==> config.mk <==
export PLATFORM = sky130hd
export DESIGN_NAME = dma_ctrl_fsm
export DESIGN_NICKNAME = d
export VERILOG_FILES = /design/src/hdl/desc_pkg.sv /design/src/hdl/flit_pkg.sv /design/src/hdl/dma_ctrl_fsm.sv
export VERILOG_INCLUDE_DIRS = /design/src /design/src/hdl
export SDC_FILE = /design/constraint.sdc
export NUM_CORES = 1
export LEC_CHECK = 0
export ABC_AREA = 1
export BUFFER_PORTS_ARGS = -buffer_cell sky130_fd_sc_hd__buf_2
export CAP_MARGIN = 5
export CORE_AREA = 2 2 180 182
export DETAILED_ROUTE_END_ITERATION = 16
export DIE_AREA = 0 0 182 184
export HOLD_SLACK_MARGIN = 0.05
export PLACE_DENSITY_LB_ADDON = 0.3
export SYNTH_ARGS = -nofsm -noshare
export SYNTH_HDL_FRONTEND = slang
export SYNTH_SLANG_ARGS = --single-unit
==> constraint.sdc <==
create_clock -name clk -period 2.8 [get_ports clk]
set_clock_uncertainty 0.2 [all_clocks]
set_input_delay 0.42 -clock clk [delete_from_list [all_inputs] [get_ports clk]]
set_output_delay 0.42 -clock clk [all_outputs]
set_load 0.005 [all_outputs]
==> src/hdl/dma_macros.svh <==
`ifndef DMA_MACROS_SVH
`define DMA_MACROS_SVH

// flit geometry on the FPGA side
`define FLIT_BITS          512
`define PDU_AWIDTH         8
`define PDU_DEPTH          256

// slot index width of the host ring
`define RB_AWIDTH          12

// flit memory as seen by the write data mover
`define EP_BASE_ADDR       32'h0004_0000
`define RB_BRAM_OFFSET     0

`define DONE_ID            8'hFE
`define JOB_FIFO_DEPTH     4
`define ALMOST_FULL_MARGIN 32

`endif

==> src/hdl/desc_pkg.sv <==
package desc_pkg;

    // write data mover descriptor, 174 bits, msb first
    typedef struct packed {
        logic [7:0]  func_nb;
        logic [7:0]  desc_id;
        logic [1:0]  app_spec;
        logic [7:0]  reserved;
        logic        single_src;
        // saddr_data holds the payload itself when set
        logic        immediate;
        logic [17:0] nb_dwords;
        logic [63:0] dst_addr;
        logic [63:0] saddr_data;
    } wrdm_desc_t;

    // which descriptor the builder should form
    typedef enum logic [1:0] {
        DESC_FULL,
        DESC_LOW,
        DESC_HIGH,
        DESC_DONE
    } desc_kind_e;

    // controller states
    typedef enum logic [2:0] {
        IDLE,
        WAIT_QUEUE,
        DESC,
        DESC_WRAP,
        DONE
    } ctrl_state_e;

endpackage

==> src/hdl/flit_pkg.sv <==
`include "dma_macros.svh"

package flit_pkg;

    // one data word of the FPGA ring
    typedef logic [`FLIT_BITS-1:0] flit_t;

    // flit index into the FPGA ring, also used for sizes in flits
    typedef logic [`PDU_AWIDTH-1:0] pdu_addr_t;

    // a block committed by the producer, waiting to be moved
    typedef struct packed {
        pdu_addr_t base;
        pdu_addr_t size;
    } job_t;

endpackage

==> src/hdl/dma_ctrl_fsm.sv <==
`include "dma_macros.svh"

module dma_ctrl_fsm (
    input  logic                  clk,
    input  logic                  rst,
    input  logic                  dma_start,
    input  flit_pkg::pdu_addr_t   dma_size,
    input  flit_pkg::pdu_addr_t   dma_base_addr,
    input  logic                  queue_ready,
    input  logic [`RB_AWIDTH-1:0] free_slot,
    input  logic [`RB_AWIDTH-1:0] new_tail,
    input  logic                  wrap,
    input  logic                  wrdm_desc_ready,
    input  desc_pkg::wrdm_desc_t  desc_data,
    output flit_pkg::pdu_addr_t   job_size,
    output flit_pkg::pdu_addr_t   job_base,
    output desc_pkg::desc_kind_e  desc_kind,
    output logic                  wrdm_desc_valid,
    output desc_pkg::wrdm_desc_t  wrdm_desc_data,
    output logic [`RB_AWIDTH-1:0] out_tail,
    output logic                  dma_done,
    output logic [31:0]           dma_queue_full_cnt
);

    desc_pkg::ctrl_state_e state;

    logic ready_r1;
    logic ready_r2;
    logic ready_q;
    logic fits;

    // ready acts three cycles late, so it must have held two cycles ago too
    assign ready_q = wrdm_desc_ready && ready_r2;
    assign fits = (free_slot >= `RB_AWIDTH'(job_size));

    always_comb begin
        case (state)
            desc_pkg::DESC:      desc_kind = wrap ? desc_pkg::DESC_LOW : desc_pkg::DESC_FULL;
            desc_pkg::DESC_WRAP: desc_kind = desc_pkg::DESC_HIGH;
            desc_pkg::DONE:      desc_kind = desc_pkg::DESC_DONE;
            default:             desc_kind = desc_pkg::DESC_FULL;
        endcase
    end

    always_ff @(posedge clk) begin
        if (state == desc_pkg::IDLE && dma_start) begin
            job_size <= dma_size;
            job_base <= dma_base_addr;
        end
        wrdm_desc_data <= desc_data;
    end

    always_ff @(posedge clk) begin
        if (rst) begin
            state <= desc_pkg::IDLE;
            ready_r1 <= 1'b0;
            ready_r2 <= 1'b0;
            wrdm_desc_valid <= 1'b0;
            dma_done <= 1'b0;
            out_tail <= '0;
            dma_queue_full_cnt <= '0;
        end else begin
            ready_r1 <= wrdm_desc_ready;
            ready_r2 <= ready_r1;
            wrdm_desc_valid <= 1'b0;
            dma_done <= 1'b0;
            case (state)
                desc_pkg::IDLE: begin
                    if (dma_start) begin
                        state <= desc_pkg::WAIT_QUEUE;
                    end
                end
                desc_pkg::WAIT_QUEUE: begin
                    if (queue_ready) begin
                        state <= desc_pkg::DESC;
                    end
                end
                desc_pkg::DESC: begin
                    if (ready_q && fits) begin
                        wrdm_desc_valid <= 1'b1;
                        state <= wrap ? desc_pkg::DESC_WRAP : desc_pkg::DONE;
                    end
                end
                desc_pkg::DESC_WRAP: begin
                    if (ready_q) begin
                        wrdm_desc_valid <= 1'b1;
                        state <= desc_pkg::DONE;
                    end
                end
                desc_pkg::DONE: begin
                    if (ready_q) begin
                        wrdm_desc_valid <= 1'b1;
                        dma_done <= 1'b1;
                        out_tail <= new_tail;
                        state <= desc_pkg::IDLE;
                    end
                end
                default: state <= desc_pkg::IDLE;
            endcase
            // stall count covers every descriptor-issuing state
            if (!ready_q && (state == desc_pkg::DESC || state == desc_pkg::DESC_WRAP ||
                             state == desc_pkg::DONE)) begin
                dma_queue_full_cnt <= dma_queue_full_cnt + 32'd1;
            end
        end
    end

    assert property (@(posedge clk) disable iff (rst)
        wrdm_desc_valid |-> $past(wrdm_desc_ready) && $past(wrdm_desc_ready, 3))
        else $error("descriptor issued without qualified ready");

    assert property (@(posedge clk) disable iff (rst)
        dma_done |-> wrdm_desc_valid && wrdm_desc_data.immediate)
        else $error("dma_done without the done descriptor");

endmodule

==> results_dict.tcl <==
set metrics [dict create \
    detail-route-antenna-nets 0 \
    relSlewSlack_pct 52.0 \
    yosys.area.top_type "dfxtp_1" \
    vias 6748 \
    min_path_type "input port to flop" \
    setup_viol_count_final 0 \
    crit_top_cell "nand2_1" \
    fin_total_pwr_mw 8.51 \
    row_count 65 \
    syn_nets 843 \
    synth_area_leaders "dfxtp_1 (67%), edfxtp_1 (7.1%), nand2_1 (6.0%)" \
    clk_root_buffer_cell "clkbuf_16" \
    required_ns 2.18 \
    cts-htree-levels 1 \
    postCtsSetupBuffers 0 \
    setup_slack_ns 0.625 \
    synth_top_area_share_pct 66.5 \
    p_leak_nw 5.86 \
    clk_pin_slew_ns 0.06 \
    grt_pass1_wl_um 41100 \
    end_kind "primary output" \
    drc_errors 0 \
    startpoint "state[1]" \
    finalSetupTns_ns 0 \
    grt_overflow 0 \
    cp_slowest_cell "dfxtp_1" \
    maxSlewViolCount 0 \
    crit_buf_inv 1 \
    drt_iter0_drc 228 \
    cp.arrival_ns 1.56 \
    die_y_um 184 \
    ys_seq_area_share_pct 73.6 \
    drive_gt1_share_pct 39.7 \
    r2r_setup_slack_ns 0.81 \
    grt_pass1_vias 7073 \
    rsz0062_at_grt "no" \
    max-vdd-ir-drop_mv 0.456 \
    synth_seq_cells 241 \
    critPathCapture "desc_kind[0]" \
    path_class "flop to primary output" \
    status "complete, no violations" \
    nets 1526 \
    clock.fmax_mhz 460 \
    viasPerCell 3.92 \
    tightest_slew_ns 0.719 \
    cts.sinks 241 \
    period_needed_ns 2.18 \
    maxCapViolCount 0 \
    fin_util_pct 39.8 \
    avgSynthCellArea_um2 11.0 \
    synth.distinct_cells 31 \
    r2r_start "state[0]" \
    io_pins 458 \
    numPortBuffers 457 \
    core_area_um2 31400 \
    hold_viol 0 \
    gp_congestion 0.817 \
    drt-pass1-iter-count 4 \
    dp_slack_ns 0.713 \
    area_growth_pct 84.7 \
    cts_tree "yes" \
    die_area_um2 33500 \
    crit_chain "nand2_1, nor2_1, nand2_1, nand2_1, buf_2" \
    grt_use_total_pct 15.9 \
    fp.dieW_um 182 \
    cpPeakStageDelay_ns 0.38 \
    clk-insertion-delay-late_ns 0.53 \
    finalCritPeriodShare_pct 77.7 \
    grt_max_degree 30 \
    power.density_nw_per_um2 681 \
    worstPathMaxFanout 4 \
    cp_top_family "simple AND/OR/NAND/NOR gates" \
    synth_cells 614 \
    worstReg2RegEnd "out_tail[5]" \
    wl_per_cell_um 16.1 \
    syn_area_um2 6770 \
    cts_buffers 27 \
    cts_buffer_depth 3 \
    initial_core_util_pct 21.6 \
    antenna_found_initial 5 \
    startpoint_type "flop" \
    synth_warnings 0 \
    r2r_cells 6 \
    wl_um 27700 \
    dpl.hpwl_um 21000 \
    cp_num_cells 5 \
]
-- metrics by stage --
step                area (µm²)  hold slack [ns]  std cells
finish                   12500           0.0889       1720
global route             12500            0.137       1720
CTS                      12500           0.0535       1718
detailed placement        9530            0.194       1466
global placement          9530            0.196       1466
floorplan                 6770            0.188        614
-- worst reg2reg max path, stage by stage (launching register included) --
cell and delay (ns):
dfxtp_1 0.34, nor2_2 0.15, nand2_2 0.11, inv_1 0.39, nand2_1 0.44, nand2_1 0.16, a21oi_1 0.08
-- registers in the layout (all words and copies together), names as in the netlist --
signal and count:
dma_done 1, wrdm_desc_data 174, ready_r2 1, ready_r1 1, state 3, job_size 8
wrdm_desc_valid 1, dma_queue_full_cnt 32, out_tail 12, job_base 8
-- worst min path at each step --
stage	to	startpoint	cells after the start
2_1_floorplan	ready_r2	ready_r1	2
3_3_place_gp	ready_r2	ready_r1	2
3_5_place_dp	ready_r2	ready_r1	2
4_1_cts	state[0]	queue_ready	6
5_1_grt	state[0]	queue_ready	6
6_report	state[0]	queue_ready	6
-- layout by cell type, fill, tap and decap left out, types with 2 or more instances in the layout --
master	n
a21oi_1	40
a31oi_1	2
and2_1	2
buf_2	457
buf_4	3
bufinv_16	4
clkbuf_1	6
clkbuf_16	27
clkbuf_8	4
clkinv_2	2
clkinv_4	2
dfxtp_1	225
diode_2	2
dlygate4sd3_1	204
edfxtp_1	16
ha_1	9
inv_1	55
nand2_1	109
nand2_2	5
nand2_4	2
nand3_1	29
nand3b_1	3
nand4_1	4
nor2_1	55
nor2_2	5
nor2_4	4
nor3_1	9
nor3b_1	3
o21a_1	2
o21ai_0	16
xnor2_1	2
-- Yosys cell counts (all sizes together) --
library cell / n
dfxtp: 225
nand2: 116
nor2: 64
inv: 55
a21oi: 40
nand3: 30
o21ai: 17
edfxtp: 16
nor3: 11
ha: 9
buf: 5
clkbuf: 5
nand4: 5
nor3b: 4
nand3b: 3
a31oi: 2
and2: 2
o21a: 2
xnor2: 2
nor4: 1
-- area by class of cell --
type	instances	area [µm²]
Inverter	55	206
Sequential cell	241	4980
Multi-Input combinational cell	308	1530
Clock buffer	37	753
Antenna cell	2	5.00
Timing Repair Buffer	664	4350
Clock inverter	11	170
Tap cell	402	503
Fill cell	3111	18900
-- metal layers --
layer | track usage [%] | vias to the layer above | part of all wire, %
met4 | 6.03 | 6 | 3.2
met2 | 28.8 | 284 | 51
met1 | 17.6 | 3065 | 38
met5 | 0 | - | 0.16
met3 | 4.52 | 58 | 7.3
li1 | - | 3335 | -
-- power breakdown --
part           leakage, nW  switching, mW  internal [mW]
clock                0.450           1.40           2.25
sequential            2.03         0.0785           3.70
combinational         3.38          0.540          0.543
-- cell families (layout without fill, tap and decap cells) --
group	after synthesis	after routing	synth area share, %
AOI/OAI and AO/OA	61	61	4.62
other	0	2	0
adders and majority gates	9	9	1.66
and+or+nand+nor	236	236	16.0
buffers and inverters	65	767	3.79
DFF	241	241	73.6
xor gates and xnor gates	2	2	0.259
-- what timing repair did --
item / in CTS / in global routing
gates resized for setup: 0 / 0
hold buffers: 204 / 0
endpoints found under the hold margin: 204 / 0
Note: power is estimated with default switching activity, not from simulation.
