--- config.mk ---
export PLATFORM = sky130hd
export DESIGN_NAME = wrdm_desc_builder
export DESIGN_NICKNAME = d
export VERILOG_FILES = /design/src/hdl/desc_pkg.sv /design/src/hdl/flit_pkg.sv /design/src/hdl/wrdm_desc_builder.sv
export VERILOG_INCLUDE_DIRS = /design/src /design/src/hdl
export SDC_FILE = /design/constraint.sdc
export NUM_CORES = 1
export LEC_CHECK = 0
export ABC_AREA = 1
export BUFFER_PORTS_ARGS = -buffer_cell sky130_fd_sc_hd__buf_2
export CORE_ASPECT_RATIO = 0.5
export CORE_MARGIN = 1
export CORE_UTILIZATION = 40
export DETAILED_ROUTE_END_ITERATION = 8
export PLACE_DENSITY = 0.75
export SLEW_MARGIN = 5
export SYNTH_ARGS = -nofsm -noshare
export SYNTH_HDL_FRONTEND = slang
export SYNTH_SLANG_ARGS = --single-unit
--- constraint.sdc ---
create_clock -name vclk -period 5.9
set_input_delay 0.295 -clock vclk [all_inputs]
set_output_delay 0.295 -clock vclk [all_outputs]
set_load 0.02 [all_outputs]
--- src/hdl/dma_macros.svh ---
`ifndef DMA_MACROS_SVH
`define DMA_MACROS_SVH

// flit geometry on the FPGA side
`define FLIT_BITS          512
`define PDU_AWIDTH         8
`define PDU_DEPTH          256

// slot index width of the host ring
`define RB_AWIDTH          12

// flit memory as seen by the write data mover
`define EP_BASE_ADDR       32'h0004_0000
`define RB_BRAM_OFFSET     0

`define DONE_ID            8'hFE
`define JOB_FIFO_DEPTH     4
`define ALMOST_FULL_MARGIN 32

`endif

--- src/hdl/desc_pkg.sv ---
package desc_pkg;

    // write data mover descriptor, 174 bits, msb first
    typedef struct packed {
        logic [7:0]  func_nb;
        logic [7:0]  desc_id;
        logic [1:0]  app_spec;
        logic [7:0]  reserved;
        logic        single_src;
        // saddr_data holds the payload itself when set
        logic        immediate;
        logic [17:0] nb_dwords;
        logic [63:0] dst_addr;
        logic [63:0] saddr_data;
    } wrdm_desc_t;

    // which descriptor the builder should form
    typedef enum logic [1:0] {
        DESC_FULL,
        DESC_LOW,
        DESC_HIGH,
        DESC_DONE
    } desc_kind_e;

    // controller states
    typedef enum logic [2:0] {
        IDLE,
        WAIT_QUEUE,
        DESC,
        DESC_WRAP,
        DONE
    } ctrl_state_e;

endpackage

--- src/hdl/flit_pkg.sv ---
`include "dma_macros.svh"

package flit_pkg;

    // one data word of the FPGA ring
    typedef logic [`FLIT_BITS-1:0] flit_t;

    // flit index into the FPGA ring, also used for sizes in flits
    typedef logic [`PDU_AWIDTH-1:0] pdu_addr_t;

    // a block committed by the producer, waiting to be moved
    typedef struct packed {
        pdu_addr_t base;
        pdu_addr_t size;
    } job_t;

endpackage

--- src/hdl/wrdm_desc_builder.sv ---
`include "dma_macros.svh"

module wrdm_desc_builder (
    input  desc_pkg::desc_kind_e  kind,
    input  logic [63:0]           kmem_addr,
    input  logic [`RB_AWIDTH-1:0] tail,
    input  logic [`RB_AWIDTH-1:0] new_tail,
    input  flit_pkg::pdu_addr_t   base,
    input  flit_pkg::pdu_addr_t   size,
    input  flit_pkg::pdu_addr_t   size_low,
    input  flit_pkg::pdu_addr_t   size_high,
    output desc_pkg::wrdm_desc_t  desc_data
);

    logic [63:0] cpu_addr;
    logic [63:0] cpu_addr_high;
    logic [63:0] ep_addr;
    logic [63:0] ep_addr_high;

    // slot 0 of the host ring holds the tail, data starts one flit in
    assign cpu_addr = kmem_addr + (64'(tail) << 6) + 64'd64;
    assign cpu_addr_high = kmem_addr + 64'd64;

    // byte address of the job's first flit inside the endpoint memory
    assign ep_addr = 64'(`EP_BASE_ADDR) + ((64'(`RB_BRAM_OFFSET) + 64'(base)) << 6);
    assign ep_addr_high = ep_addr + (64'(size_low) << 6);

    always_comb begin
        desc_data = '0;
        case (kind)
            desc_pkg::DESC_LOW: begin
                desc_data.nb_dwords = 18'({size_low, 4'h0});
                desc_data.dst_addr = cpu_addr;
                desc_data.saddr_data = ep_addr;
            end
            desc_pkg::DESC_HIGH: begin
                desc_data.nb_dwords = 18'({size_high, 4'h0});
                desc_data.dst_addr = cpu_addr_high;
                desc_data.saddr_data = ep_addr_high;
            end
            desc_pkg::DESC_DONE: begin
                // immediate write of the new tail into slot 0
                desc_data.desc_id = `DONE_ID;
                desc_data.immediate = 1'b1;
                desc_data.nb_dwords = 18'd1;
                desc_data.dst_addr = kmem_addr;
                desc_data.saddr_data = 64'(new_tail);
            end
            default: begin
                // 16 dwords per flit
                desc_data.nb_dwords = 18'({size, 4'h0});
                desc_data.dst_addr = cpu_addr;
                desc_data.saddr_data = ep_addr;
            end
        endcase
    end

endmodule

==> results of run 1 <==
-- cells in the mapped netlist (all sizes together) --
library cell / instances
nand3b: 9
o221ai: 3
xor2: 12
a22oi: 1
a21oi: 24
o21ai: 31
nand3: 101
nor2: 111
nor3: 13
conb: 1
and2: 4
o21bai: 2
fa: 2
ha: 33
nand2: 356
or2: 2
nor4: 4
clkinv: 3
o31ai: 1
clkbuf: 11
a31oi: 1
inv: 137
buf: 92
o21a: 2
a31o: 1
nor3b: 1
nand4: 29
xnor2: 10
o211ai: 1
and3: 2
-- cells by family (layout without fill, tap and decap cells) --
logic type,Yosys count,count (layout),share of synthesized area (%)
compound gates,67,67,7.30
xor+xnor,22,22,3.77
fa+ha+maj,35,35,8.87
buf+inv,243,347,24.3
other cells,1,77,0.0734
simple gates,632,632,55.7
-- area by class of cell --
| type | count | area (um^2) |
|---|---|---|
| repair buffers | 207 | 1040 |
| fillers | 1397 | 6200 |
| well taps | 165 | 206 |
| multi-input cells | 833 | 4150 |
| inverters | 140 | 526 |
-- worst paths after layout --
| kind | slack, ps | startpoint | cells after the start | endpoint |
|---|---|---|---|---|
| hold / removal | 590 | kmem_addr[2] | 0 | desc_data[66] |
| setup / recovery | 2710 | kmem_addr[6] | 18 | desc_data[101] |
-- critical path, delay by kind of cell --
kind / cells / cell delay [ps]
and+or+nand+nor: 9 / 1190
buffers and inverters: 6 / 630
adders and majority gates: 3 / 780
-- cell usage in the layout, fill, tap and decap left out, drive strengths merged, types with 3 or more instances in the layout --
cell type / netlist / layout
buf: 92 / 207
clkinv: 3 / 3
nand2: 356 / 356
and2: 4 / 4
inv: 137 / 137
xor2: 12 / 12
nor2: 111 / 111
nor4: 4 / 4
nand3b: 9 / 9
ha: 33 / 33
a21oi: 24 / 24
nand4: 29 / 29
o21ai: 31 / 31
nor3: 13 / 13
conb: 1 / 77
xnor2: 10 / 10
o221ai: 3 / 3
nand3: 101 / 101
-- stage by stage --
stage                     worst slack (ps)  util, %  cells  area, um^2  hold slack, ps
after floorplan                       3320        -   1076        5390             709
after global placement                2870     48.9   1345        5920             590
after detailed placement              2750     48.9   1345        5920             590
after CTS                             2740     48.9   1345        5920             590
after global routing                  2470     48.9   1345        5920             590
final                                 2710     48.9   1345        5920             590
-- per-layer routing --
metal  vias to the layer above  GRT usage (%)  share of wire, %
met5                         -              0                 0
met3                        26           3.33               8.0
met4                         0           3.87               1.5
met1                      3047           37.8                45
met2                       315           49.9                46
li1                       3372              -                 -
-- power by group through the flow --
stage / clock, mW / sequential, mW / combinational, mW
floorplan: 0 / 0 / 0.376
global placement: 0 / 0 / 0.500
detailed placement: 0 / 0 / 0.505
CTS: 0 / 0 / 0.507
global route: 0 / 0 / 0.559
finish: 0 / 0 / 0.511
==> flow_metrics.tcl, run 1 <==
set metrics [dict create \
    grt_pass1_vias 5775 \
    synth_warnings 0 \
    endpoint_kind "primary output" \
    synthTopCellsByArea "nand2_1 (25%), buf_4 (12%), nand3_1 (9.5%)" \
    cp_data_arrival_time_ps 2900 \
    fmax_mhz 313 \
    post-cts-setup-buffers 0 \
    ir_worst_vdd_v 0.0000529 \
    hold_class "input port to primary output" \
    cp.required_ps 5610 \
    synth_top_area_share_pct 25.0 \
    post_cts_resized 0 \
    maxSlewHeadroom_pct 46.1 \
    tns_ps 0 \
    hold_violations 0 \
    coreArea_um2 12100 \
    totalPowerFinal_mw 0.511 \
    tightest_slew_ps 805 \
    ys_types 41 \
    hold_buffers 0 \
    criticalPathCategory "input port to primary output" \
    track_usage_pct 28.3 \
    num_antenna_cells 0 \
    rsz0062_at_grt "false" \
    drcViolationCount 0 \
    syn_area_um2 5110 \
    dr.pass1.iters 5 \
    drive_gt1_share_pct 22.8 \
    vias_per_cell 5.03 \
    cpPeakStageDelay_ps 370 \
    intPower_mw 0.154 \
    net-switching-power_mw 0.357 \
    grt_pass1_wl_um 29600 \
    die_x_um 162 \
    outcome "finished, final reports clean" \
    start_kind "input port" \
    antenna_found_initial 0 \
    num_io_pins 296 \
    dp_hpwl_um 17300 \
    die_area_um2 13300 \
    leakage_nw 3.48 \
    seq_cells 0 \
    gp_congestion 0.984 \
    fin_crit_sh_pct 54.1 \
    seq_area_frac_synth_pct 0 \
    slowest_stage "fa_1" \
    syn2layout_area_growth_pct 15.9 \
    seq_area_um2 0 \
    rows 28 \
    power_frac_comb_pct 100.0 \
    path_cells "buf_2 -> inv_1 -> ha_1 -> inv_1 -> ha_1 -> inv_1 -> fa_1 -> inv_1 -> nand3_1 -> nand3_1 -> nand2_1 -> nand2_1 -> nand2_1 -> nand3_1 -> nand3_1 -> nand2_1 -> nand2_1 -> buf_2" \
    p_sw_share_pct 69.9 \
    avgSynthCellArea_um2 5.11 \
    nClkBuffers 0 \
    power_density_nw_per_um2 86.3 \
    vias 6760 \
    start_util_pct 42.1 \
    drtIter0Drc 541 \
    critPathMaxFanout 6 \
    pwr-share-seq_pct 0 \
    worst_path_most_repeated_cell "nand2_1" \
    maxCapViolations 0 \
    final-max-slew-violation-count 0 \
    wire_per_inst_um 14.8 \
    yosysTopAreaCell "nand2_1" \
    finalSetupViolations 0 \
    synth_cells 1000 \
    postRouteAntennaNets 0 \
    pwr-share-clk_pct 0 \
    grt_max_degree 36 \
    port_buffers 207 \
    fin_crit_ps 3190 \
    wl_um 19900 \
    finalNetCount 1339 \
    chipHeight_um 81.9 \
    overflow 0 \
]
Note: power is estimated with default switching activity, not from simulation.
==> run 2, diff against run 1 <==
- PLACE_DENSITY: 0.75 -> 0.78
- clock period: 5.9 -> 2.65 ns (I/O delays scaled with it)
==> run 2 against run 1 <==
Net effect: clock-buffer cell count is the same; critical path type unchanged; highest routed layer unchanged; die area is the same; non-clock buffer count grew 14.
==> flow_metrics.tcl, run 2 (synthesis gave the netlist of run 1 again) <==
set metrics [dict create \
    outcome "finished, final reports clean" \
    dr.pass1.iters 6 \
    maxCapViolations 0 \
    dp_hpwl_um 16900 \
    rows 28 \
    die_x_um 162 \
    hold_class "input port to primary output" \
    coreArea_um2 12100 \
    vias_per_cell 5.05 \
    grt_max_degree 32 \
    critPathMaxFanout 5 \
    cp_data_arrival_time_ps 2300 \
    chipHeight_um 81.9 \
    grt_pass1_wl_um 28300 \
    syn2layout_area_growth_pct 19.0 \
    tightest_slew_ps 842 \
    ir_worst_vdd_v 0.000122 \
    drcViolationCount 0 \
    drive_gt1_share_pct 24.5 \
    final-max-slew-violation-count 0 \
    track_usage_pct 26.8 \
    hold_violations 0 \
    tns_ps 0 \
    overflow 0 \
    timing.final.ws_setup_ps 221 \
    final_cell_mix "nand2_1 (337), buf_2 (206), inv_1 (125)" \
    antenna_found_initial 0 \
    final_common_cell "nand2_1" \
    num_io_pins 296 \
    endpoint_kind "primary output" \
    hold_buffers 0 \
    criticalPathCategory "input port to primary output" \
    leakage_nw 3.58 \
    fin_crit_sh_pct 91.7 \
    start_util_pct 42.1 \
    start_kind "input port" \
    port_buffers 207 \
    nClkBuffers 0 \
    die_area_um2 13300 \
    seq_area_um2 0 \
    wire_per_inst_um 14.5 \
    seq_cells 0 \
    vias 6871 \
    power_density_nw_per_um2 193 \
    rsz0062_at_grt "false" \
    cp.required_ps 2520 \
    postRouteAntennaNets 0 \
    totalPowerFinal_mw 1.17 \
    drtIter0Drc 541 \
    finalNetCount 1354 \
    wl_um 19700 \
    finalSetupViolations 0 \
    n_fill_cell 1358 \
    maxSlewHeadroom_pct 43.7 \
    num_antenna_cells 0 \
    grt_pass1_vias 5647 \
    gp_congestion 1.01 \
    fmax_mhz 412 \
    dpl_worst_slack_ps 56.0 \
    fin_crit_ps 2430 \
]
[run 2: cell count changes in the layout (fill, tap and decap cells not counted), moves of 2 or more]
| cell | change |
|---|---|
| nand2_1 | -3 |
| nand3_2 | +2 |
| buf_4 | +15 |
| nand3_1 | -3 |
| nand2_2 | +3 |
[run 2: critical path, cell delays in order]
cell and delay (ps):
buf_2 130, ha_1 300, ha_1 360, nand2_1 90, nor2_1 240, nand3_1 110, nand2_1 160, buf_4 170
nand3_1 70, nand2_1 90, nand3_1 80, nand2_1 80, nand2_1 50, nand2_1 70, buf_2 150
[run 2: repair_timing]
item                                    in CTS  in global routing
endpoints found under the setup margin       0                 20
resized for setup                            0                 12
buffers inserted                             0                  5
[run 2: metrics by stage]
step | area (um^2) | util [%] | hold WS, ps | std cells
finish | 6080 | 50.1 | 265 | 1360
CTS | 5990 | 49.4 | 265 | 1354
detailed placement | 5990 | 49.4 | 265 | 1354
floorplan | 5390 | - | 384 | 1076
global placement | 5990 | 49.4 | 265 | 1354
global route | 6080 | 50.1 | 265 | 1360
[run 2: path summary, 6_finish.rpt]
kind / slack (ps) / from / depth (start not counted) / to
max: 220 / kmem_addr[13] / 15 / desc_data[126]
min: 270 / kmem_addr[4] / 0 / desc_data[68]
[run 2: power by group]
group	switching, mW	total (mW)	leakage, nW	internal, mW
Sequential	0	0	0	0
Combinational	0.805	1.17	3.58	0.369
Clock	0	0	0	0
Total	0.805	1.17	3.58	0.369
[run 2: layer usage]
layer | share of wire [%] | vias to the layer above | global-route usage (%) | routed length [um]
met5 | 0 | - | 0 | 0
met4 | 1.5 | 0 | 4.91 | 294
met3 | 9.1 | 28 | 3.18 | 1790
met2 | 45 | 345 | 45.8 | 8780
met1 | 45 | 3095 | 36.6 | 8820
li1 | - | 3403 | - | -
[run 2: cell type report]
| class | instances | area, um^2 | area share [%] |
|---|---|---|---|
| multi-input cells | 834 | 4200 | 69.1 |
| inverters | 140 | 526 | 8.65 |
| well taps | 165 | 206 | 3.40 |
| repair buffers | 221 | 1140 | 18.8 |
