[src/hdl/dma_macros.svh]
`ifndef DMA_MACROS_SVH
`define DMA_MACROS_SVH

// flit geometry on the FPGA side
`define FLIT_BITS          512
`define PDU_AWIDTH         8
`define PDU_DEPTH          256

// slot index width of the host ring
`define RB_AWIDTH          12

// flit memory as seen by the write data mover
`define EP_BASE_ADDR       32'h0004_0000
`define RB_BRAM_OFFSET     0

`define DONE_ID            8'hFE
`define JOB_FIFO_DEPTH     4
`define ALMOST_FULL_MARGIN 32

`endif

[src/hdl/flit_pkg.sv]
`include "dma_macros.svh"

package flit_pkg;

    // one data word of the FPGA ring
    typedef logic [`FLIT_BITS-1:0] flit_t;

    // flit index into the FPGA ring, also used for sizes in flits
    typedef logic [`PDU_AWIDTH-1:0] pdu_addr_t;

    // a block committed by the producer, waiting to be moved
    typedef struct packed {
        pdu_addr_t base;
        pdu_addr_t size;
    } job_t;

endpackage

[src/hdl/cpu_ring_tracker.sv]
`include "dma_macros.svh"

module cpu_ring_tracker (
    input  logic [`RB_AWIDTH-1:0] head,
    input  logic [`RB_AWIDTH-1:0] tail,
    input  logic [30:0]           rb_size,
    input  flit_pkg::pdu_addr_t   size,
    output logic [`RB_AWIDTH-1:0] free_slot,
    output logic [`RB_AWIDTH-1:0] new_tail,
    output logic                  wrap,
    output flit_pkg::pdu_addr_t   size_low,
    output flit_pkg::pdu_addr_t   size_high
);

    logic [31:0] head_w;
    logic [31:0] tail_w;
    logic [31:0] size_w;
    logic [31:0] rb_size_w;
    logic [31:0] end_w;
    logic [31:0] free_w;
    logic [31:0] low_w;
    logic [31:0] tail_next_w;

    // work in 32 bits so none of the sums overflow
    assign head_w = 32'(head);
    assign tail_w = 32'(tail);
    assign size_w = 32'(size);
    assign rb_size_w = {1'b0, rb_size};
    assign end_w = tail_w + size_w;

    // one slot stays empty so a full ring differs from an empty one
    assign free_w = (tail_w >= head_w) ? (rb_size_w - tail_w + head_w - 32'd1)
                                       : (head_w - tail_w - 32'd1);
    assign free_slot = free_w[`RB_AWIDTH-1:0];

    // ending exactly at rb_size still fits in one transfer
    assign wrap = (end_w > rb_size_w);

    // split sizes, only meaningful when wrap is set
    assign low_w = rb_size_w - tail_w;
    assign size_low = low_w[`PDU_AWIDTH-1:0];
    assign size_high = size - size_low;

    assign tail_next_w = (end_w >= rb_size_w) ? (end_w - rb_size_w) : end_w;
    assign new_tail = tail_next_w[`RB_AWIDTH-1:0];

endmodule

[config.mk]
export PLATFORM = sky130hd
export DESIGN_NAME = cpu_ring_tracker
export DESIGN_NICKNAME = d
export VERILOG_FILES = /design/src/hdl/flit_pkg.sv /design/src/hdl/cpu_ring_tracker.sv
export VERILOG_INCLUDE_DIRS = /design/src /design/src/hdl
export SDC_FILE = /design/constraint.sdc
export NUM_CORES = 1
export LEC_CHECK = 0
export BUFFER_PORTS_ARGS = -buffer_cell sky130_fd_sc_hd__buf_2
export CORE_MARGIN = 3
export CORE_UTILIZATION = 60
export DETAILED_ROUTE_END_ITERATION = 7
export GPL_ROUTABILITY_DRIVEN = 0
export PLACE_DENSITY = 0.93
export SLEW_MARGIN = 10
export SYNTH_ARGS = -nofsm -noshare
export SYNTH_HDL_FRONTEND = slang
export SYNTH_SLANG_ARGS = --single-unit
[constraint.sdc]
create_clock -name vclk -period 8.65
set_input_delay 1.2975 -clock vclk [all_inputs]
set_output_delay 1.2975 -clock vclk [all_outputs]
set_load 0.01 [all_outputs]
==> summary.md, run 1 <==
| Metric | Value |
|---|---|
| Fraction of the mapped netlist area in compound gates | 26.7% |
| Post-synthesis share of cell area spent on xor and xnor gates | between 10% and 20% |
| Area grow syn2layout | 15.5% |
| Post-Place Worst Slack | roughly 2.1 ns |
| Final worst slack | 2.04 ns |
| Diode count | 0 |
| Count of pins on the block boundary | between 100 and 150 |
| Final routed DRC violation total | 0 |
| Sequential cell area | 0 um2 |
| Worst min-delay path startpoint | size[0] |
| Number of warnings issued by yosys | 0 |
| Worst hold slack after final layout | just over 3 ns |
| Post-synthesis cell type count | 54 |
| Switching share of power | 55.3% |
| WS Path Type | in -> out |
| Global-route wire length before repair | 16.6 mm |
| Setup bufs post-CTS | 0 |
| Nets | 740 |
| Cell type with the highest aggregate area in the netlist | sky130_fd_sc_hd__ha_1 |
| Core region area | ~5700 um2 |
| Worst ir drop on vdd | 93.3 uV |
| Most repeated cell in the gate-level netlist after synthesis | sky130_fd_sc_hd__inv_1 |
| Initial Util | 64.2% |
| Largest family of logic cells by synthesized area | adder cells |
| Share of post-route cells with drive strength above 1 | 21.2% |
| Port bufs | 104 |
| Reported net switching power | 0.307 mW |
| Syn Inst Count | 490 |
| Die area | approximately 7000 um2 |
| Category of the worst setup path capture point | output pin |
| Number of gates given a new drive strength after cts | 0 |
| Power density over the cells | between 100 and 150 nW/um2 |
| Worst path required time | roughly 7.4 ns |
| Total wire length after detailed routing | 9.98 mm |
| Worst-path maximum fanout | 12 |
| Count of vias placed by the detailed router | between 3,000 and 4,000 |
| Starting DRC count in detailed routing | 266 |
| Cell Rows | 27 |
| Startpoint type of the worst setup path | input port |
| Nets in the synthesized netlist | 642 |
| Clock network fraction of design power | 0% |
| Sequential fraction of the synthesis area | 0% |
| Reported max-cap violation count | 0 |
| Ranking of synthesized cells by area | sky130_fd_sc_hd__ha_1, sky130_fd_sc_hd__inv_1, sky130_fd_sc_hd__xnor2_1 |
| Wire length per cell after detailed routing | 15.2 um |
| Synthesized-area fraction occupied by and/or/nand/nor cells | 15.3% |
| Cell at the slowest stage of the critical path | sky130_fd_sc_hd__o21ai_2 |
| Fraction of the mapped netlist area in adder cells | 31.8% |
| Layout clock buffer count | 0 |
| Die outline width | 83.9 um |
| Maximum single-stage delay on the critical path | roughly 0.55 ns |
| Num sequential | 0 |
| Detailed placer's ending HPWL | roughly 8.7 mm |
| Hold Path Cell Cnt | 5 |
| Grt ovf | 0 |
| Path category of the worst min-delay check | in -> out |
| Setup Total Neg Slack | 0 ns |
| Pin count of the biggest net entering global routing | 20 |
| Number of hold buffers added after cts | 0 |
| Setup repair after global routing missed its margin | no |
| Leak | 2.25 nW |
| Post-route total power | 0.556 mW |
| Hold Path End | size_high[0] |
| Max Slew Vio Count | 0 |
| Slew at the pin closest to its max-slew limit | 1.07 ns |
| Top cell types by occurrence after synthesis | sky130_fd_sc_hd__inv_1, sky130_fd_sc_hd__ha_1, sky130_fd_sc_hd__a21oi_1, sky130_fd_sc_hd__xnor2_1 |
| Max Fclk | 151 MHz |
| Number of antenna violations at the first check in global routing | 0 |
| Mean Syn Cell Area | between 7 and 8 um2 |
| Share of the clock period used by the worst path after layout | 76.4% |
| Die Height | 83.9 um |
| Arrival time of data at the critical path endpoint | between 5 and 6 ns |
| Number of global-route vias before repair | 3,881 |
| Overall routing resource usage | 27.2% |
| Cells traversed along the worst timing path | buf_2 -> ha_1 -> fa_1 -> a21o_1 -> a21oi_1 -> o21ai_0 -> nor4b_1 -> xnor2_1 -> ha_1 -> inv_1 -> o31ai_1 -> a41oi_1 -> o31ai_2 -> o21ai_2 -> mux2_2 -> buf_2 |
| Power Internal | between 0.2 and 0.25 mW |
| Post-synthesis mux area share | 5.15% |
| Combined area of all synthesized cells | 3640 um2 |
| Outcome | complete, no violations |
| Combinational cell fraction of total power | 100.0% |
| Minimum clock period | 6.61 ns |
| Filler cell count in the final layout | 470 |
| Antenna-violating nets left | 0 |
| Max-slew headroom at the worst pin | between 20 and 30% |
| TritonRoute pass-1 iters | 5 |
| Synth top area share | between 20 and 30% |
| Drt via density | ~5.9 |
| Proportion of power drawn by flip-flops and latches | 0% |
| Setup Viol. Count Final | 0 |
| Final Hold Violating Endpoints | 0 |
==> cell usage in the layout, fill, tap and decap left out, drive strengths merged, types with 7 or more instances in the layout <==
| master | instances |
|---|---|
| buf | 104 |
| inv | 84 |
| ha | 83 |
| a21oi | 41 |
| xnor2 | 30 |
| o21ai | 22 |
| nor2 | 21 |
| xor2 | 16 |
| nand2 | 15 |
| a21o | 15 |
| mux2 | 14 |
| o21a | 13 |
| nor3 | 11 |
| nor4 | 11 |
| nand3 | 9 |
| o31ai | 7 |
==> logic make-up after synthesis <==
kind of cell    Yosys count
fa+ha+maj                89
simple gates            104
buf+inv                  92
xor+xnor                 46
compound gates          142
mux                      17
==> worst max-delay path: cells and delay by family <==
kind                     cells  cell delay (ns)
XOR/XNOR                     1             0.24
buffers and inverters        3             0.41
AO/OA/AOI/OAI                7             1.77
adder cells (fa/ha/maj)      3             0.98
AND/OR/NAND/NOR              1             0.20
multiplexers                 1             0.41
==> routing by layer <==
metal	track usage (%)	routed length, um	vias up
li1	-	-	1954
met1	33.9	4210	1770
met2	50.7	4860	166
met3	2.27	710	24
met4	5.12	200	0
met5	0	0	-
==> power by group through the flow <==
stage                     Combinational [mW]  Sequential, mW  Clock [mW]
final                                  0.556               0           0
after CTS                              0.552               0           0
after detailed placement               0.547               0           0
after global placement                 0.527               0           0
after floorplan                        0.401               0           0
after global routing                   0.619               0           0
==> metrics by stage <==
step | cell area (um2) | instances | utilization [%]
finish | 4210 | 658 | 74.1
CTS | 4210 | 658 | 74.1
global placement | 4210 | 658 | 74.1
detailed placement | 4210 | 658 | 74.1
floorplan | 3640 | 490 | -
global route | 4210 | 658 | 74.1
==> layout make-up <==
type | count | area, um2 | share of cell area, %
Inverter | 84 | 315 | 7.50
Timing Repair Buffer | 104 | 520 | 12.4
Tap cell | 72 | 90.1 | 2.14
Multi-Input combinational cell | 398 | 3280 | 78.0
==> worst max-delay path by stage <==
stage                     startpoint            end  slack, ns  cells past startpoint
after CTS                    tail[1]    new_tail[7]       2.13                     15
after detailed placement     tail[1]    new_tail[7]       2.15                     15
after global routing         tail[1]   new_tail[11]       1.82                     15
after floorplan           rb_size[0]  free_slot[11]       2.83                     18
after global placement       tail[0]    new_tail[1]       2.38                     16
final                        tail[0]    new_tail[7]       2.04                     16
(Power assumes the default switching activity.)
==> run 2: changes to the inputs <==
--- a/config.mk
+++ b/config.mk
@@ -8,10 +8,10 @@
 export LEC_CHECK = 0
 export BUFFER_PORTS_ARGS = -buffer_cell sky130_fd_sc_hd__buf_2
 export CORE_MARGIN = 3
-export CORE_UTILIZATION = 60
+export CORE_UTILIZATION = 56
 export DETAILED_ROUTE_END_ITERATION = 7
 export GPL_ROUTABILITY_DRIVEN = 0
-export PLACE_DENSITY = 0.93
+export PLACE_DENSITY = 0.88
 export SLEW_MARGIN = 10
 export SYNTH_ARGS = -nofsm -noshare
 export SYNTH_HDL_FRONTEND = slang
==> constraint.sdc (replaced) <==
create_clock -name vclk -period 6.6
set_input_delay 0.99 -clock vclk [all_inputs]
set_output_delay 0.99 -clock vclk [all_outputs]
set_load 0.01 [all_outputs]
==> run 2 against run 1 <==
Wire length fell by 0.78%. Worst setup slack worse by 1.3 ns. Flip-flop and latch count did not move. Utilization shrank 5.1 points. Sequential share of layout area is the same. Via count rose by 0.15%. Die area rose by 6.6%. First-iteration DRC count shrank 14%. Final area is essentially flat. Combinational power rose by 30%. Power up 31%. Non-clock buffer count unchanged.
==> summary.md, run 2 (synthesis gave the netlist of run 1 again) <==
| Metric | Value |
|---|---|
| Outcome | complete, no violations (unchanged) |
| Number of gates given a new drive strength after cts | 0 (unchanged) |
| Layout clock buffer count | 0 (unchanged) |
| Total wire length after detailed routing | 9.90 mm (was 9.98 mm) |
| Worst ir drop on vdd | 114 uV (was 93.3 uV) |
| Post-Layout Cell Count | 661 (was 658) |
| Sequential cell area | 0 um2 (unchanged) |
| Wire length per cell after detailed routing | 15.0 um (was 15.2 um) |
| Cell at the slowest stage of the critical path | sky130_fd_sc_hd__o21ai_2 (unchanged) |
| Final routed DRC violation total | 0 (unchanged) |
| Final Hold Violating Endpoints | 0 (unchanged) |
| Area grow syn2layout | 15.6% (was 15.5%) |
| Number of hold buffers added after cts | 0 (unchanged) |
| Slew at the pin closest to its max-slew limit | 0.947 ns (was 1.07 ns) |
| Cells traversed along the worst timing path | buf_2 -> ha_1 -> fa_1 -> a21o_1 -> a21oi_1 -> o21ai_0 -> nand2b_1 -> xnor2_1 -> ha_1 -> a21oi_1 -> o31ai_1 -> a41oi_1 -> o31ai_2 -> o21ai_2 -> mux2_2 -> buf_2 (was buf_2 -> ha_1 -> fa_1 -> a21o_1 -> a21oi_1 -> o21ai_0 -> nor4b_1 -> xnor2_1 -> ha_1 -> inv_1 -> o31ai_1 -> a41oi_1 -> o31ai_2 -> o21ai_2 -> mux2_2 -> buf_2) |
| Arrival time of data at the critical path endpoint | 4.86 ns (was 5.31 ns) |
| Diode count | 0 (unchanged) |
| Cell Rows | 28 (was 27) |
| Core region area | 6100 um2 (was 5680 um2) |
| Global-route wire length before repair | 16.3 mm (was 16.6 mm) |
| Leading cell type in the layout, fill and taps excluded | sky130_fd_sc_hd__buf_2 (unchanged) |
| WS Path Type | in -> out (unchanged) |
| Number of global-route vias before repair | 3,807 (was 3,881) |
| Die outline width | 86.6 um (was 83.9 um) |
| Share of the clock period used by the worst path after layout | 88.7% |
| Detailed placer's ending HPWL | 8.63 mm (was 8.67 mm) |
| Commonest non-fill, non-tap cells in the layout | sky130_fd_sc_hd__buf_2, sky130_fd_sc_hd__inv_1, sky130_fd_sc_hd__ha_1, sky130_fd_sc_hd__a21oi_1, sky130_fd_sc_hd__xnor2_1 (unchanged) |
| Leak | 2.25 nW (unchanged) |
| Max-slew headroom at the worst pin | 36.7% (was 28.7%) |
| Worst path required time | 5.61 ns (was 7.35 ns) |
| Reported max-cap violation count | 0 (unchanged) |
| Worst path top cell family by delay | compound AO/OA/AOI/OAI gates (unchanged) |
| Die Height | 86.6 um (was 83.9 um) |
| Starting DRC count in detailed routing | 230 (was 266) |
| Filler cell count in the final layout | 547 (was 470) |
| Max Slew Vio Count | 0 (unchanged) |
| Setup repair after global routing missed its margin | no (unchanged) |
| Num sequential | 0 (unchanged) |
| Share of post-route cells with drive strength above 1 | 21.2% (unchanged) |
| Die area | 7510 um2 (was 7040 um2) |
| Drt via density | 5.93 (was 5.95) |
| Overall routing resource usage | 25.9% (was 27.2%) |
| Setup Viol. Count Final | 0 (unchanged) |
| WP buf/inv | 2 (was 3) |
| Category of the worst setup path capture point | output pin (unchanged) |
| Count of vias placed by the detailed router | 3,920 (was 3,914) |
| Path category of the worst min-delay check | in -> out (unchanged) |
| Max Fclk | 171 MHz |
| Initial Util | 59.7% (was 64.2%) |
| Antenna-violating nets left | 0 (unchanged) |
| Power density over the cells | 172 nW/um2 (was 132 nW/um2) |
| Count of pins on the block boundary | 104 (unchanged) |
| Maximum single-stage delay on the critical path | 0.55 ns (about the same) |
| Minimum clock period | 5.85 ns |
| Port bufs | 104 (unchanged) |
| Setup bufs post-CTS | 0 (unchanged) |
| Pin count of the biggest net entering global routing | 20 (unchanged) |
| Startpoint type of the worst setup path | input port (unchanged) |
| Number of antenna violations at the first check in global routing | 0 (unchanged) |
| Worst-path maximum fanout | 12 (unchanged) |
| Nets | 740 (unchanged) |
| Number of placed instances with taps included | 661 (was 658) |
| Grt ovf | 0 (unchanged) |
| Setup Total Neg Slack | 0 ns (unchanged) |
| TritonRoute pass-1 iters | 5 (unchanged) |
==> run 2: path summary, 6_finish.rpt <==
kind / to / cells past startpoint / startpoint / slack (ns)
max: new_tail[2] / 16 / tail[0] / 0.75
min: size_high[0] / 5 / size[0] / 2.42
==> run 2: per-layer routing <==
layer | track usage, % | up-vias | wire length, um
met5 | 0 | - | 0
met4 | 4.67 | 0 | 129
met3 | 2.28 | 14 | 629
met2 | 46.2 | 148 | 4800
met1 | 33.9 | 1800 | 4340
li1 | - | 1958 | -
==> run 2: final cells by class <==
| cell class | count | area, um2 | share of cell area [%] |
|---|---|---|---|
| Inverter | 84 | 315 | 7.49 |
| Multi-Input combinational cell | 398 | 3280 | 77.9 |
| Tap cell | 75 | 93.8 | 2.23 |
| Timing Repair Buffer | 104 | 520 | 12.4 |
==> run 2: tightest hold or removal path: stages <==
cell,delay [ns]
sky130_fd_sc_hd__buf_2,0.11
sky130_fd_sc_hd__inv_1,0.05
sky130_fd_sc_hd__ha_1,0.12
sky130_fd_sc_hd__inv_1,0.03
sky130_fd_sc_hd__buf_2,0.12
==> run 2: metrics by stage <==
stage                     setup slack, ns  hold WS, ns  cell area (um2)  util [%]  total power, mW
after floorplan                      1.40         2.17             3640         -            0.525
after global placement              0.933         2.41             4210      69.1            0.695
after detailed placement            0.819         2.42             4210      69.1            0.714
after CTS                           0.803         2.42             4210      69.1            0.720
after global routing                0.393         2.45             4210      69.1            0.807
final                               0.747         2.42             4210      69.1            0.725
==> run 2: where the power goes <==
part,switching [mW],internal [mW]
registers,0,0
clock network,0,0
logic,0.399,0.327
